==> config.mk <==
export PLATFORM = sky130hd
export DESIGN_NAME = graph_ctrl_top
export DESIGN_NICKNAME = d
export VERILOG_FILES = /design/src/rtl/graph_ctrl_pkg.sv /design/src/rtl/sync_fifo.sv /design/src/rtl/rr_arbiter.sv /design/src/rtl/vertex_dispatch.sv /design/src/rtl/vertex_worker.sv /design/src/rtl/compute_array.sv /design/src/rtl/read_command_merge.sv /design/src/rtl/graph_ctrl_top.sv
export SDC_FILE = /design/constraint.sdc
export NUM_CORES = 1
export LEC_CHECK = 0
export BUFFER_PORTS_ARGS = -buffer_cell sky130_fd_sc_hd__buf_2
export CELL_PAD_IN_SITES_DETAIL_PLACEMENT = 1
export CELL_PAD_IN_SITES_GLOBAL_PLACEMENT = 1
export CORE_MARGIN = 2
export CORE_UTILIZATION = 50
export CTS_BUF_LIST = sky130_fd_sc_hd__clkbuf_2 sky130_fd_sc_hd__clkbuf_4 sky130_fd_sc_hd__clkbuf_8
export CTS_CLUSTER_DIAMETER = 200
export CTS_CLUSTER_SIZE = 12
export DETAILED_ROUTE_END_ITERATION = 6
export PLACE_DENSITY = 0.83
export SETUP_SLACK_MARGIN = 0.15
export SLEW_MARGIN = 5
export SYNTH_ARGS = -nofsm -noshare
export SYNTH_HDL_FRONTEND = slang
export SYNTH_SLANG_ARGS = --single-unit
export TNS_END_PERCENT = 100
==> constraint.sdc <==
create_clock -name clock -period 10.9 [get_ports clock]
set_clock_uncertainty 0.2 [all_clocks]
set_input_delay 0 -clock clock [delete_from_list [all_inputs] [get_ports clock]]
set_output_delay 0 -clock clock [all_outputs]
set_load 0.03 [all_outputs]
==> src/rtl/graph_ctrl_pkg.sv <==
package graph_ctrl_pkg;

	////////////////////////////////////////////////////////////
	// Field widths
	////////////////////////////////////////////////////////////

	// Vertex id carried on jobs and read commands
	localparam int VERTEX_W = 16;

	// Edge count of one vertex
	localparam int DEGREE_W = 8;

	// Vertex and edge done counters
	localparam int COUNT_W = 24;

	////////////////////////////////////////////////////////////
	// Default sizes
	////////////////////////////////////////////////////////////

	localparam int NUM_CU_DEFAULT    = 4;
	localparam int JOB_DEPTH_DEFAULT = 8;
	localparam int CMD_DEPTH_DEFAULT = 4;

	// Free entries still left when almost-full rises
	localparam int ALMOST_FULL_MARGIN = 2;

endpackage

==> src/rtl/sync_fifo.sv <==
`timescale 1ns/1ns

module sync_fifo #(
	parameter int WIDTH = 8,
	parameter int DEPTH = 4
) (
	input  logic             clock,
	input  logic             rstn,
	input  logic             push,
	input  logic [WIDTH-1:0] data_in,
	input  logic             pop,
	output logic [WIDTH-1:0] data_out,
	output logic             empty,
	output logic             full,
	output logic             alfull
);
	import graph_ctrl_pkg::*;

	localparam int PTR_W = (DEPTH > 1) ? $clog2(DEPTH) : 1;
	localparam int CNT_W = $clog2(DEPTH + 1);

	logic [WIDTH-1:0] mem [DEPTH];
	logic [PTR_W-1:0] wr_ptr;
	logic [PTR_W-1:0] rd_ptr;
	logic [CNT_W-1:0] count;
	logic             do_push;
	logic             do_pop;

	// Overflow and underflow requests are dropped
	assign do_push = push && !full;
	assign do_pop  = pop && !empty;

	// Storage, no reset needed
	always_ff @(posedge clock) begin
		if (do_push) begin
			mem[wr_ptr] <= data_in;
		end
	end

	always_ff @(posedge clock or negedge rstn) begin
		if (!rstn) begin
			wr_ptr <= '0;
			rd_ptr <= '0;
			count  <= '0;
		end else begin
			if (do_push) begin
				wr_ptr <= (wr_ptr == PTR_W'(DEPTH - 1)) ? '0 : wr_ptr + 1'b1;
			end
			if (do_pop) begin
				rd_ptr <= (rd_ptr == PTR_W'(DEPTH - 1)) ? '0 : rd_ptr + 1'b1;
			end
			if (do_push && !do_pop) begin
				count <= count + 1'b1;
			end else if (do_pop && !do_push) begin
				count <= count - 1'b1;
			end
		end
	end

	// Head entry shows without a pop request
	assign data_out = mem[rd_ptr];

	assign empty  = (count == '0);
	assign full   = (count == CNT_W'(DEPTH));
	assign alfull = (int'(count) >= DEPTH - ALMOST_FULL_MARGIN);

endmodule

==> src/rtl/rr_arbiter.sv <==
`timescale 1ns/1ns

module rr_arbiter #(
	parameter int N = 4
) (
	input  logic         clock,
	input  logic         rstn,
	input  logic [N-1:0] request,
	input  logic         advance,
	output logic [N-1:0] grant
);

	localparam int PTR_W = (N > 1) ? $clog2(N) : 1;

	logic [PTR_W-1:0] prio_ptr;
	logic [PTR_W-1:0] grant_idx;
	logic             found;

	// Scan from the priority pointer, wrapping around
	always_comb begin
		int idx;
		grant     = '0;
		grant_idx = '0;
		found     = 1'b0;
		for (int off = 0; off < N; off++) begin
			idx = int'(prio_ptr) + off;
			if (idx >= N) begin
				idx = idx - N;
			end
			if (!found && request[idx]) begin
				found      = 1'b1;
				grant[idx] = 1'b1;
				grant_idx  = PTR_W'(idx);
			end
		end
	end

	// Winner drops to lowest priority
	always_ff @(posedge clock or negedge rstn) begin
		if (!rstn) begin
			prio_ptr <= '0;
		end else if (advance && found) begin
			prio_ptr <= (grant_idx == PTR_W'(N - 1)) ? '0 : grant_idx + 1'b1;
		end
	end

endmodule

==> src/rtl/vertex_dispatch.sv <==
`timescale 1ns/1ns

module vertex_dispatch #(
	parameter int NUM_CU    = graph_ctrl_pkg::NUM_CU_DEFAULT,
	parameter int JOB_DEPTH = graph_ctrl_pkg::JOB_DEPTH_DEFAULT
) (
	input  logic                                clock,
	input  logic                                rstn,
	input  logic                                vertex_valid,
	input  logic [graph_ctrl_pkg::VERTEX_W-1:0] vertex_id,
	input  logic [graph_ctrl_pkg::DEGREE_W-1:0] vertex_degree,
	input  logic [NUM_CU-1:0]                   idle,
	output logic                                vertex_stall,
	output logic [NUM_CU-1:0]                   job_valid,
	output logic [graph_ctrl_pkg::VERTEX_W-1:0] job_vertex,
	output logic [graph_ctrl_pkg::DEGREE_W-1:0] job_degree
);
	import graph_ctrl_pkg::*;

	localparam int JOB_W = VERTEX_W + DEGREE_W;

	logic [JOB_W-1:0]  job_head;
	logic              job_empty;
	logic              job_alfull;
	logic              job_pop;
	logic [NUM_CU-1:0] unit_request;

	////////////////////////////////////////////////////////////
	// Vertex job buffer
	////////////////////////////////////////////////////////////

	sync_fifo #(
		.WIDTH(JOB_W),
		.DEPTH(JOB_DEPTH)
	) job_fifo_i (
		.clock   (clock),
		.rstn    (rstn),
		.push    (vertex_valid),
		.data_in ({vertex_id, vertex_degree}),
		.pop     (job_pop),
		.data_out(job_head),
		.empty   (job_empty),
		.full    (),
		.alfull  (job_alfull)
	);

	// Stall seen by the source one cycle late, margin covers it
	always_ff @(posedge clock or negedge rstn) begin
		if (!rstn) begin
			vertex_stall <= 1'b0;
		end else begin
			vertex_stall <= job_alfull;
		end
	end

	////////////////////////////////////////////////////////////
	// Dispatch to idle units
	////////////////////////////////////////////////////////////

	assign unit_request = idle & {NUM_CU{!job_empty}};

	rr_arbiter #(
		.N(NUM_CU)
	) dispatch_arb_i (
		.clock  (clock),
		.rstn   (rstn),
		.request(unit_request),
		.advance(job_pop),
		.grant  (job_valid)
	);

	// Head leaves the buffer on the grant edge
	assign job_pop    = |job_valid;
	assign job_vertex = job_head[JOB_W-1:DEGREE_W];
	assign job_degree = job_head[DEGREE_W-1:0];

endmodule

==> src/rtl/vertex_worker.sv <==
`timescale 1ns/1ns

module vertex_worker #(
	parameter int CU_ID = 0
) (
	input  logic                                clock,
	input  logic                                rstn,
	input  logic                                job_valid,
	input  logic [graph_ctrl_pkg::VERTEX_W-1:0] job_vertex,
	input  logic [graph_ctrl_pkg::DEGREE_W-1:0] job_degree,
	input  logic                                cmd_room,
	input  logic                                rsp_hit,
	output logic                                idle,
	output logic                                cmd_push,
	output logic [graph_ctrl_pkg::VERTEX_W-1:0] cmd_vertex,
	output logic [graph_ctrl_pkg::COUNT_W-1:0]  vertex_count,
	output logic [graph_ctrl_pkg::COUNT_W-1:0]  edge_count
);
	import graph_ctrl_pkg::*;

	// FSM encoding
	localparam logic [1:0] ST_IDLE  = 2'd0;
	localparam logic [1:0] ST_ISSUE = 2'd1;
	localparam logic [1:0] ST_WAIT  = 2'd2;

	logic [1:0]          state;
	logic [VERTEX_W-1:0] vertex_reg;
	logic [DEGREE_W-1:0] degree_reg;

	// Job held for the life of the request
	always_ff @(posedge clock) begin
		if (state == ST_IDLE && job_valid) begin
			vertex_reg <= job_vertex;
			degree_reg <= job_degree;
		end
	end

	always_ff @(posedge clock or negedge rstn) begin
		if (!rstn) begin
			state        <= ST_IDLE;
			vertex_count <= '0;
			edge_count   <= '0;
		end else begin
			case (state)
				ST_IDLE: begin
					if (job_valid) begin
						state <= ST_ISSUE;
					end
				end
				ST_ISSUE: begin
					// Wait here while the command buffer is nearly full
					if (cmd_room) begin
						state <= ST_WAIT;
					end
				end
				ST_WAIT: begin
					if (rsp_hit) begin
						vertex_count <= vertex_count + 1'b1;
						edge_count   <= edge_count + COUNT_W'(degree_reg);
						state        <= ST_IDLE;
					end
				end
				default: begin
					state <= ST_IDLE;
				end
			endcase
		end
	end

	assign idle       = (state == ST_IDLE);
	assign cmd_push   = (state == ST_ISSUE) && cmd_room;
	assign cmd_vertex = vertex_reg;

endmodule

==> src/rtl/compute_array.sv <==
`timescale 1ns/1ns

module compute_array #(
	parameter int NUM_CU = graph_ctrl_pkg::NUM_CU_DEFAULT,
	localparam int CU_W  = (NUM_CU > 1) ? $clog2(NUM_CU) : 1
) (
	input  logic                                            clock,
	input  logic                                            rstn,
	input  logic [NUM_CU-1:0]                               job_valid,
	input  logic [graph_ctrl_pkg::VERTEX_W-1:0]             job_vertex,
	input  logic [graph_ctrl_pkg::DEGREE_W-1:0]             job_degree,
	input  logic [NUM_CU-1:0]                               cmd_room,
	input  logic                                            read_rsp_valid,
	input  logic [CU_W-1:0]                                 read_rsp_cu,
	output logic [NUM_CU-1:0]                               idle,
	output logic [NUM_CU-1:0]                               cmd_push,
	output logic [NUM_CU-1:0][graph_ctrl_pkg::VERTEX_W-1:0] cmd_vertex,
	output logic [graph_ctrl_pkg::COUNT_W-1:0]              vertex_done_count,
	output logic [graph_ctrl_pkg::COUNT_W-1:0]              edge_done_count
);
	import graph_ctrl_pkg::*;

	logic [NUM_CU-1:0]  rsp_hit;
	logic [COUNT_W-1:0] vertex_count_cu [NUM_CU];
	logic [COUNT_W-1:0] edge_count_cu   [NUM_CU];
	logic [COUNT_W-1:0] vertex_sum;
	logic [COUNT_W-1:0] edge_sum;

	////////////////////////////////////////////////////////////
	// Response routing by unit id
	////////////////////////////////////////////////////////////

	always_ff @(posedge clock or negedge rstn) begin
		if (!rstn) begin
			rsp_hit <= '0;
		end else begin
			for (int i = 0; i < NUM_CU; i++) begin
				rsp_hit[i] <= read_rsp_valid && (read_rsp_cu == CU_W'(i));
			end
		end
	end

	genvar g;
	generate
		for (g = 0; g < NUM_CU; g++) begin : gen_worker
			vertex_worker #(
				.CU_ID(g)
			) worker_i (
				.clock       (clock),
				.rstn        (rstn),
				.job_valid   (job_valid[g]),
				.job_vertex  (job_vertex),
				.job_degree  (job_degree),
				.cmd_room    (cmd_room[g]),
				.rsp_hit     (rsp_hit[g]),
				.idle        (idle[g]),
				.cmd_push    (cmd_push[g]),
				.cmd_vertex  (cmd_vertex[g]),
				.vertex_count(vertex_count_cu[g]),
				.edge_count  (edge_count_cu[g])
			);
		end
	endgenerate

	////////////////////////////////////////////////////////////
	// Done counts summed over all units
	////////////////////////////////////////////////////////////

	always_comb begin
		vertex_sum = '0;
		edge_sum   = '0;
		for (int i = 0; i < NUM_CU; i++) begin
			vertex_sum = vertex_sum + vertex_count_cu[i];
			edge_sum   = edge_sum + edge_count_cu[i];
		end
	end

	always_ff @(posedge clock or negedge rstn) begin
		if (!rstn) begin
			vertex_done_count <= '0;
			edge_done_count   <= '0;
		end else begin
			vertex_done_count <= vertex_sum;
			edge_done_count   <= edge_sum;
		end
	end

endmodule

==> src/rtl/read_command_merge.sv <==
`timescale 1ns/1ns

module read_command_merge #(
	parameter int NUM_CU    = graph_ctrl_pkg::NUM_CU_DEFAULT,
	parameter int CMD_DEPTH = graph_ctrl_pkg::CMD_DEPTH_DEFAULT,
	localparam int CU_W     = (NUM_CU > 1) ? $clog2(NUM_CU) : 1
) (
	input  logic                                            clock,
	input  logic                                            rstn,
	input  logic [NUM_CU-1:0]                               cmd_push,
	input  logic [NUM_CU-1:0][graph_ctrl_pkg::VERTEX_W-1:0] cmd_vertex,
	input  logic                                            read_cmd_ready,
	output logic [NUM_CU-1:0]                               cmd_room,
	output logic                                            read_cmd_valid,
	output logic [graph_ctrl_pkg::VERTEX_W-1:0]             read_cmd_vertex,
	output logic [CU_W-1:0]                                 read_cmd_cu
);
	import graph_ctrl_pkg::*;

	logic [VERTEX_W-1:0] head_vertex [NUM_CU];
	logic [NUM_CU-1:0]   cmd_empty;
	logic [NUM_CU-1:0]   cmd_alfull;
	logic [NUM_CU-1:0]   merge_request;
	logic [NUM_CU-1:0]   merge_grant;
	logic                load_ok;
	logic [VERTEX_W-1:0] sel_vertex;
	logic [CU_W-1:0]     sel_cu;

	////////////////////////////////////////////////////////////
	// Per-unit command buffers
	////////////////////////////////////////////////////////////

	genvar g;
	generate
		for (g = 0; g < NUM_CU; g++) begin : gen_cmd_fifo
			sync_fifo #(
				.WIDTH(VERTEX_W),
				.DEPTH(CMD_DEPTH)
			) cmd_fifo_i (
				.clock   (clock),
				.rstn    (rstn),
				.push    (cmd_push[g]),
				.data_in (cmd_vertex[g]),
				.pop     (merge_grant[g]),
				.data_out(head_vertex[g]),
				.empty   (cmd_empty[g]),
				.full    (),
				.alfull  (cmd_alfull[g])
			);
		end
	endgenerate

	assign cmd_room = ~cmd_alfull;

	////////////////////////////////////////////////////////////
	// Merge onto the command port
	////////////////////////////////////////////////////////////

	// Output register free or being taken this cycle
	assign load_ok       = !read_cmd_valid || read_cmd_ready;
	assign merge_request = ~cmd_empty & {NUM_CU{load_ok}};

	rr_arbiter #(
		.N(NUM_CU)
	) merge_arb_i (
		.clock  (clock),
		.rstn   (rstn),
		.request(merge_request),
		.advance(load_ok),
		.grant  (merge_grant)
	);

	always_comb begin
		sel_vertex = '0;
		sel_cu     = '0;
		for (int i = 0; i < NUM_CU; i++) begin
			if (merge_grant[i]) begin
				sel_vertex = head_vertex[i];
				sel_cu     = CU_W'(i);
			end
		end
	end

	always_ff @(posedge clock or negedge rstn) begin
		if (!rstn) begin
			read_cmd_valid <= 1'b0;
		end else if (load_ok) begin
			read_cmd_valid <= |merge_grant;
		end
	end

	// Payload holds while the port is stalled
	always_ff @(posedge clock) begin
		if (load_ok && |merge_grant) begin
			read_cmd_vertex <= sel_vertex;
			read_cmd_cu     <= sel_cu;
		end
	end

endmodule

==> src/rtl/graph_ctrl_top.sv <==
`timescale 1ns/1ns

module graph_ctrl_top #(
	parameter int NUM_CU    = graph_ctrl_pkg::NUM_CU_DEFAULT,
	parameter int JOB_DEPTH = graph_ctrl_pkg::JOB_DEPTH_DEFAULT,
	parameter int CMD_DEPTH = graph_ctrl_pkg::CMD_DEPTH_DEFAULT,
	localparam int CU_W     = (NUM_CU > 1) ? $clog2(NUM_CU) : 1
) (
	input  logic                                clock,
	input  logic                                rstn,
	input  logic                                vertex_valid,
	input  logic [graph_ctrl_pkg::VERTEX_W-1:0] vertex_id,
	input  logic [graph_ctrl_pkg::DEGREE_W-1:0] vertex_degree,
	output logic                                vertex_stall,
	output logic                                read_cmd_valid,
	output logic [graph_ctrl_pkg::VERTEX_W-1:0] read_cmd_vertex,
	output logic [CU_W-1:0]                     read_cmd_cu,
	input  logic                                read_cmd_ready,
	input  logic                                read_rsp_valid,
	input  logic [CU_W-1:0]                     read_rsp_cu,
	output logic [graph_ctrl_pkg::COUNT_W-1:0]  vertex_done_count,
	output logic [graph_ctrl_pkg::COUNT_W-1:0]  edge_done_count
);
	import graph_ctrl_pkg::*;

	// Dispatch to workers
	logic [NUM_CU-1:0]   job_valid;
	logic [VERTEX_W-1:0] job_vertex;
	logic [DEGREE_W-1:0] job_degree;
	logic [NUM_CU-1:0]   idle;

	// Workers to command merge
	logic [NUM_CU-1:0]               cmd_push;
	logic [NUM_CU-1:0][VERTEX_W-1:0] cmd_vertex;
	logic [NUM_CU-1:0]               cmd_room;

	vertex_dispatch #(
		.NUM_CU   (NUM_CU),
		.JOB_DEPTH(JOB_DEPTH)
	) dispatch_i (
		.clock        (clock),
		.rstn         (rstn),
		.vertex_valid (vertex_valid),
		.vertex_id    (vertex_id),
		.vertex_degree(vertex_degree),
		.idle         (idle),
		.vertex_stall (vertex_stall),
		.job_valid    (job_valid),
		.job_vertex   (job_vertex),
		.job_degree   (job_degree)
	);

	compute_array #(
		.NUM_CU(NUM_CU)
	) compute_i (
		.clock            (clock),
		.rstn             (rstn),
		.job_valid        (job_valid),
		.job_vertex       (job_vertex),
		.job_degree       (job_degree),
		.cmd_room         (cmd_room),
		.read_rsp_valid   (read_rsp_valid),
		.read_rsp_cu      (read_rsp_cu),
		.idle             (idle),
		.cmd_push         (cmd_push),
		.cmd_vertex       (cmd_vertex),
		.vertex_done_count(vertex_done_count),
		.edge_done_count  (edge_done_count)
	);

	read_command_merge #(
		.NUM_CU   (NUM_CU),
		.CMD_DEPTH(CMD_DEPTH)
	) merge_i (
		.clock          (clock),
		.rstn           (rstn),
		.cmd_push       (cmd_push),
		.cmd_vertex     (cmd_vertex),
		.read_cmd_ready (read_cmd_ready),
		.cmd_room       (cmd_room),
		.read_cmd_valid (read_cmd_valid),
		.read_cmd_vertex(read_cmd_vertex),
		.read_cmd_cu    (read_cmd_cu)
	);

endmodule

# Word-level counts from Yosys, hierarchy flattened
# Memory sizes are Yosys's and may differ from the RTL's.
# Cells that the tools add are included.
# Widths: inputs -> output; s select.
[word_totals]
ff_bits = 410
mem_bits_rw = 448
in_bits = 31
output_inout_bits = 68
elab_cells = 408
mem_count = 5
[classes]
addsub = 50
magnitude_cmp = 29
n_eq_ne = 40
muxes = 126
n_bitwise = 10
n_reduce_logical = 103
[memory_table]
columns = ["name", "depth", "word_bits", "read_ports", "rd_clocked_by_memory_dff", "write_ports", "line_no", "text"]
rows = [
  ["dispatch_i.job_fifo_i.mem", 8, 24, 1, 0, 1, "sync_fifo.sv:22", "logic [WIDTH-1:0] mem [DEPTH];"],
  ["merge_i.gen_cmd_fifo[0].cmd_fifo_i.mem", 4, 16, 1, 0, 1, "sync_fifo.sv:22", ""],
  ["merge_i.gen_cmd_fifo[1].cmd_fifo_i.mem", 4, 16, 1, 0, 1, "sync_fifo.sv:22", ""],
  ["merge_i.gen_cmd_fifo[2].cmd_fifo_i.mem", 4, 16, 1, 0, 1, "sync_fifo.sv:22", ""],
  ["merge_i.gen_cmd_fifo[3].cmd_fifo_i.mem", 4, 16, 1, 0, 1, "sync_fifo.sv:22", ""],
]
[op_table]
columns = ["op", "count"]
rows = [
  ["$ge 32x1->1 const B", 8],
  ["$lt 32x4->1 const B", 8],
  ["$mux 32", 8],
  ["$add 24x24->24", 6],
  ["$add 24x1->24 const B", 4],
  ["$add 24x8->24", 4],
  ["$mux 16", 4],
  ["$mux 2", 30],
  ["$logic_and 1x1->1", 49],
  ["$mux 1", 44],
  ["$mux 4", 10],
  ["$eq 2x2->1 const B", 16],
  ["$mux 3", 10],
  ["$logic_not 1->1", 27],
  ["$or 4x4->4", 6],
  ["$pmux 2 s3", 4],
  ["$sub 3x3->4 const B", 6],
  ["$add 2x1->2 const B", 10],
  ["$add 3x1->3 const B", 6],
  ["$eq 3x3->1 const B", 6],
  ["$ge 3x3->1 const B", 6],
  ["$bmux 1 s2", 8],
  ["$demux 1 s2", 8],
  ["$ne 2x1->1 const B", 8],
  ["other kinds (23)", 62],
]

# Logic depth before layout (Yosys ltp)
[depth]
depth_word = 21
ltp_mapped = 18
depth_no_buf = 17

# By module
# Synthesis repeated with hierarchy kept, for this count alone.
[unflattened]
cells_unflattened = 2795
area_unflattened_um2 = 40874.2
[modules_own_cells]
columns = ["module", "n_inst", "cells_each", "area_each_um2", "seq_area_each_um2"]
rows = [
  ["vertex_worker", 4, 258, 3255.6, 1971.9],
  ["sync_fifo (merge_i.gen_cmd_fifo[0].cmd_fifo_i ...)", 3, 122, 2783.9, 2097.0],
  ["sync_fifo (dispatch_i.job_fifo_i)", 1, 345, 8104.0, 6015.8],
  ["compute_array", 1, 704, 6353.6, 1301.2],
  ["sync_fifo (merge_i.gen_cmd_fifo[2].cmd_fifo_i)", 1, 122, 2760.1, 2097.0],
  ["read_command_merge", 1, 95, 1102.3, 565.5],
  ["rr_arbiter (dispatch_i.dispatch_arb_i)", 1, 69, 575.6, 50.0],
  ["rr_arbiter (merge_i.merge_arb_i)", 1, 56, 546.8, 50.0],
  ["vertex_dispatch", 1, 6, 57.6, 25.0],
]

# Least setup slack after synthesis
# Ideal clock, no wire load.
[synth_path]
kind = "flip-flop to flip-flop"
start = "register with a tool-made name"
end = "register dispatch_i.job_fifo_i.count[3]"
setup_time_ns = 0.125
arrival_ns = 3.959
required_ns = 10.575
setup_slack_ns = 6.616
stages_incl_launch_ff = 18
path_buffers = 1
period_less_slack_ns = 4.284
path_cell_list = "dfrtp_1 clkbuf_1 inv_1 ha_1 inv_1 mux4_2 a32o_1 a221oi_1 nand4_2 inv_1 ha_1 inv_1 ha_1 a21o_1 a21oi_1 xnor2_1 nor2_1 xor2_1"
[synth_lines]
columns = ["item", "line_no", "text"]
rows = [
  ["end signal, assigned", "sync_fifo.sv:53", "count <= count + 1'b1;"],
  ["end signal, assigned", "sync_fifo.sv:55", "count <= count - 1'b1;"],
  ["end, declared", "sync_fifo.sv:25", "logic [CNT_W-1:0] count;"],
]

==> results.py <==
metrics = {
    "clocking": {
        "clock_latency_ns": 0.71,
        "clk_pin_slew_ns": 0.09,
        "clock_sinks": 858,
        "cts-resized-gates": 0,
        "cts_root_buf": "clkbuf_8",
        "htree_num_levels": 3,
        "cts_buffer_depth": 3,
        "cts_tree": "yes",
        "cts_buffers": 81,
    },
    "detailed_routing": {
        "vias_per_cell": 5.75,
        "routed.top_layer": "met4",
        "avgRoutedWirePerCell_um": 24.5,
        "wl_um": 94900,
        "met2_wirelength_um": 49900,
        "wl_met1_um": 38100,
        "vias": 22270,
        "drcViolationCount": 0,
        "ant_nets": 0,
        "dr.first_iter.drc_count": 1737,
        "drtPass1Iterations": 5,
        "wl_met3_um": 4410,
    },
    "logic_synthesis": {
        "async_flop_share_pct": 34.5,
        "synthesis.nets": 2835,
        "synth_top_area_share_pct": 43.6,
        "ys_ff_latch": 858,
        "synth_top_flop_cell": "edfxtp_1",
        "syn_area_per_cell_um2": 15.0,
        "ys_seq_area_share_pct": 62.7,
        "synth.area.top_cells": "edfxtp_1 44%, dfrtp_1 19%, mux4_2 6.6%",
        "synth.cell_area_mm2": 0.0387,
        "synth_warnings": 0,
        "synth_edf_count": 562,
        "syn_inst": 2575,
        "yosys.area.top_type": "edfxtp_1",
        "yosysUniqueCellTypes": 70,
    },
    "pwr": {
        "p_leak_uw": 0.0174,
        "powerDensity_mw_per_mm2": 277,
        "clkPwrFrac_pct": 16.7,
        "vdd_drop_max_uv": 161,
        "p_int_uw": 7220,
        "swShare_pct": 38.9,
        "seqPwrFrac_pct": 43.1,
        "power_switching_uw": 4600,
        "fin_total_pwr_uw": 11800,
        "power_frac_comb_pct": 40.2,
    },
    "floorplan": {
        "core.rowCount": 102,
        "initial_core_util_pct": 50.2,
        "dieArea_mm2": 0.0797,
        "fp.coreArea_mm2": 0.0771,
        "die_w_um": 282,
        "pin_count": 99,
        "die_h_um": 282,
    },
    "timing": {
        "grt_setup_unrepaired": "false",
        "fmaxAchievable_ghz": 0.190,
        "worst_pin_slew_ns": 1.12,
        "setup_viol": 0,
        "max_slew_margin_pct": 25.1,
        "slew_violations": 0,
        "hold_viol": 0,
        "setup_tns_ns": 0,
        "min_period_over_period_pct": 48.3,
        "period_minus_slack_ns": 5.27,
    },
    "place": {
        "placed_area_mm2": 0.0405,
        "hpwl_um": 64600,
        "routabilityCongestion": 0.847,
        "numPortBuffers": 98,
    },
    "job": {
        "maxCapViolations": 0,
    },
    "min_path": {
        "hold_class": "in2reg",
    },
    "setup_path": {
        "cp_data_required_time_ns": 11.29,
        "endpoint_kind": "register",
        "worst_path_most_repeated_cell": "inv_1",
        "arrival_ns": 5.66,
        "worst-path-max-fanout": 18,
        "slowest_stage": "dfrtp_1",
        "cp-start-kind": "register",
        "path_buf_inv": 4,
        "cp_top_family": "compound AO/OA/AOI/OAI gates",
        "crit_chain": "inv_1 > ha_1 > inv_1 > mux4_2 > nor2_1 > a32o_1 > a221oi_1 > nand4_2 > inv_1 > ha_1 > inv_1 > ha_1 > a21o_1 > a21oi_1 > xnor2_1 > nor2_1 > xor2_1",
        "critPathKind": "reg2reg",
        "slowest_delay_ns": 0.76,
    },
    "layout": {
        "drive_above_1_share_pct": 15.7,
        "nets": 3037,
        "area_growth_pct": 10.3,
        "largest_register_ffs": 256,
        "fin_area_mm2": 0.0427,
        "top_register": "merge_i.gen_cmd_fifo.cmd_fifo_i.mem",
        "reg_top3": "merge_i.gen_cmd_fifo.cmd_fifo_i.mem x256, dispatch_i.job_fifo_i.mem x192",
    },
    "global_routing": {
        "grt_first_pass_wirelength_um": 147000,
        "antenna_found_initial": 3,
        "grt.total_usage_pct": 24.5,
        "grt_pass1_vias": 24876,
        "grt_overflow": 0,
        "grt_max_degree": 140,
    },
    "run_status": {
        "status": "finished, final reports clean",
    },
}
==> metal layers <==
layer | global-route usage (%) | vias to the layer above
met5 | 0 | -
met4 | 7.68 | 0
met3 | 3.52 | 163
met2 | 43.5 | 626
met1 | 31.0 | 11639
li1 | - | 9842
==> cells in the mapped netlist (all sizes together) (74+ instances only) <==
master and count:
nand2 217, edfxtp 562, inv 90, dfrtp 296, xnor2 128, o21ai 74, nor2 135, fa 101
mux4 114, xor2 110, a21oi 77, ha 128
==> power by group through the flow <==
stage / logic, uW / registers, uW / clock network (uW)
after global placement: 4350 / 5050 / 0
after CTS: 4750 / 5090 / 2010
after global routing: 5130 / 5180 / 2120
after detailed placement: 4680 / 5150 / 0
final: 4750 / 5100 / 1970
after floorplan: 3100 / 5000 / 0
==> worst min-delay path, delay by kind of cell <==
kind	cells	cell delay, ns
buf+inv	2	0.67
compound gates	1	0.11
simple gates	1	0.15
==> final timing paths <==
path	from	end	slack (ns)	cells past startpoint
setup / recovery	register	dispatch_i.job_fifo_i.count[3]	5.63	17
hold / removal	vertex_valid	dispatch_i.job_fifo_i.wr_ptr[1]	0.08	4
setup reg to reg	register	dispatch_i.job_fifo_i.count[3]	5.63	17
hold reg to reg	compute_i.gen_worker[1].worker_i.cmd_vertex[9]	merge_i.gen_cmd_fifo[1].cmd_fifo_i.mem[1][9]	0.29	0
max in group asynchronous	rstn	dispatch_i.job_fifo_i.rd_ptr[1]	9.17	4
min in group asynchronous	rstn	merge_i.gen_cmd_fifo[3].cmd_fifo_i.wr_ptr[1]	0.30	4
==> placed cells by master, fill, tap and decap left out, drive strengths merged, types with 30 or more instances in the layout <==
master         n
edfxtp       562
inv           94
and3          48
clkbuf       129
ha           128
dfrtp        296
nor2         135
buf          121
nand2        217
fa           101
dlygate4sd3   60
xor2         110
nand3         54
mux2          42
and2          30
xnor2        128
nor3          42
mux4         114
o21ai         74
a21oi         77
==> logic make-up (layout without fill, tap and decap cells) <==
group           count (synthesis)  after routing  share of synthesized area [%]
other cells                     0              2                              0
mux                           158            158                           7.90
xor+xnor                      238            238                           5.38
flops                         858            858                           62.7
fa+ha+maj                     229            229                           9.36
compound gates                314            314                           5.38
simple gates                  623            623                           7.71
buf+inv                       155            410                           1.57
==> per-stage QoR <==
stage | util (%) | hold slack, ns | worst slack (ns) | instances
after detailed placement | 52.6 | -0.122 | 5.81 | 3673
after global placement | 52.6 | -0.128 | 6.05 | 3673
after floorplan | - | -0.496 | 6.62 | 2575
after global routing | 55.4 | 0.0947 | 5.31 | 3872
after CTS | 55.4 | 0.0210 | 5.72 | 3870
final | 55.4 | 0.0760 | 5.63 | 3872
==> cell type report <==
cell class	count	area [um^2]
fill	7432	34400
sequential	858	24300
multi-input combinational	1562	13900
clock buffer	129	1480
timing repair buffer	181	1310
tap	1040	1300
inverter	93	349
clock inverter	7	80.1
antenna	2	5.00
==> repair_timing <==
action | 4_1_cts | 5_1_grt
buffers inserted | 0 | 0
endpoints found under the setup margin | 0 | 0
hold buffers | 61 | 0
endpoints found under the hold margin | 432 | 0
(Power assumes the default switching activity.)
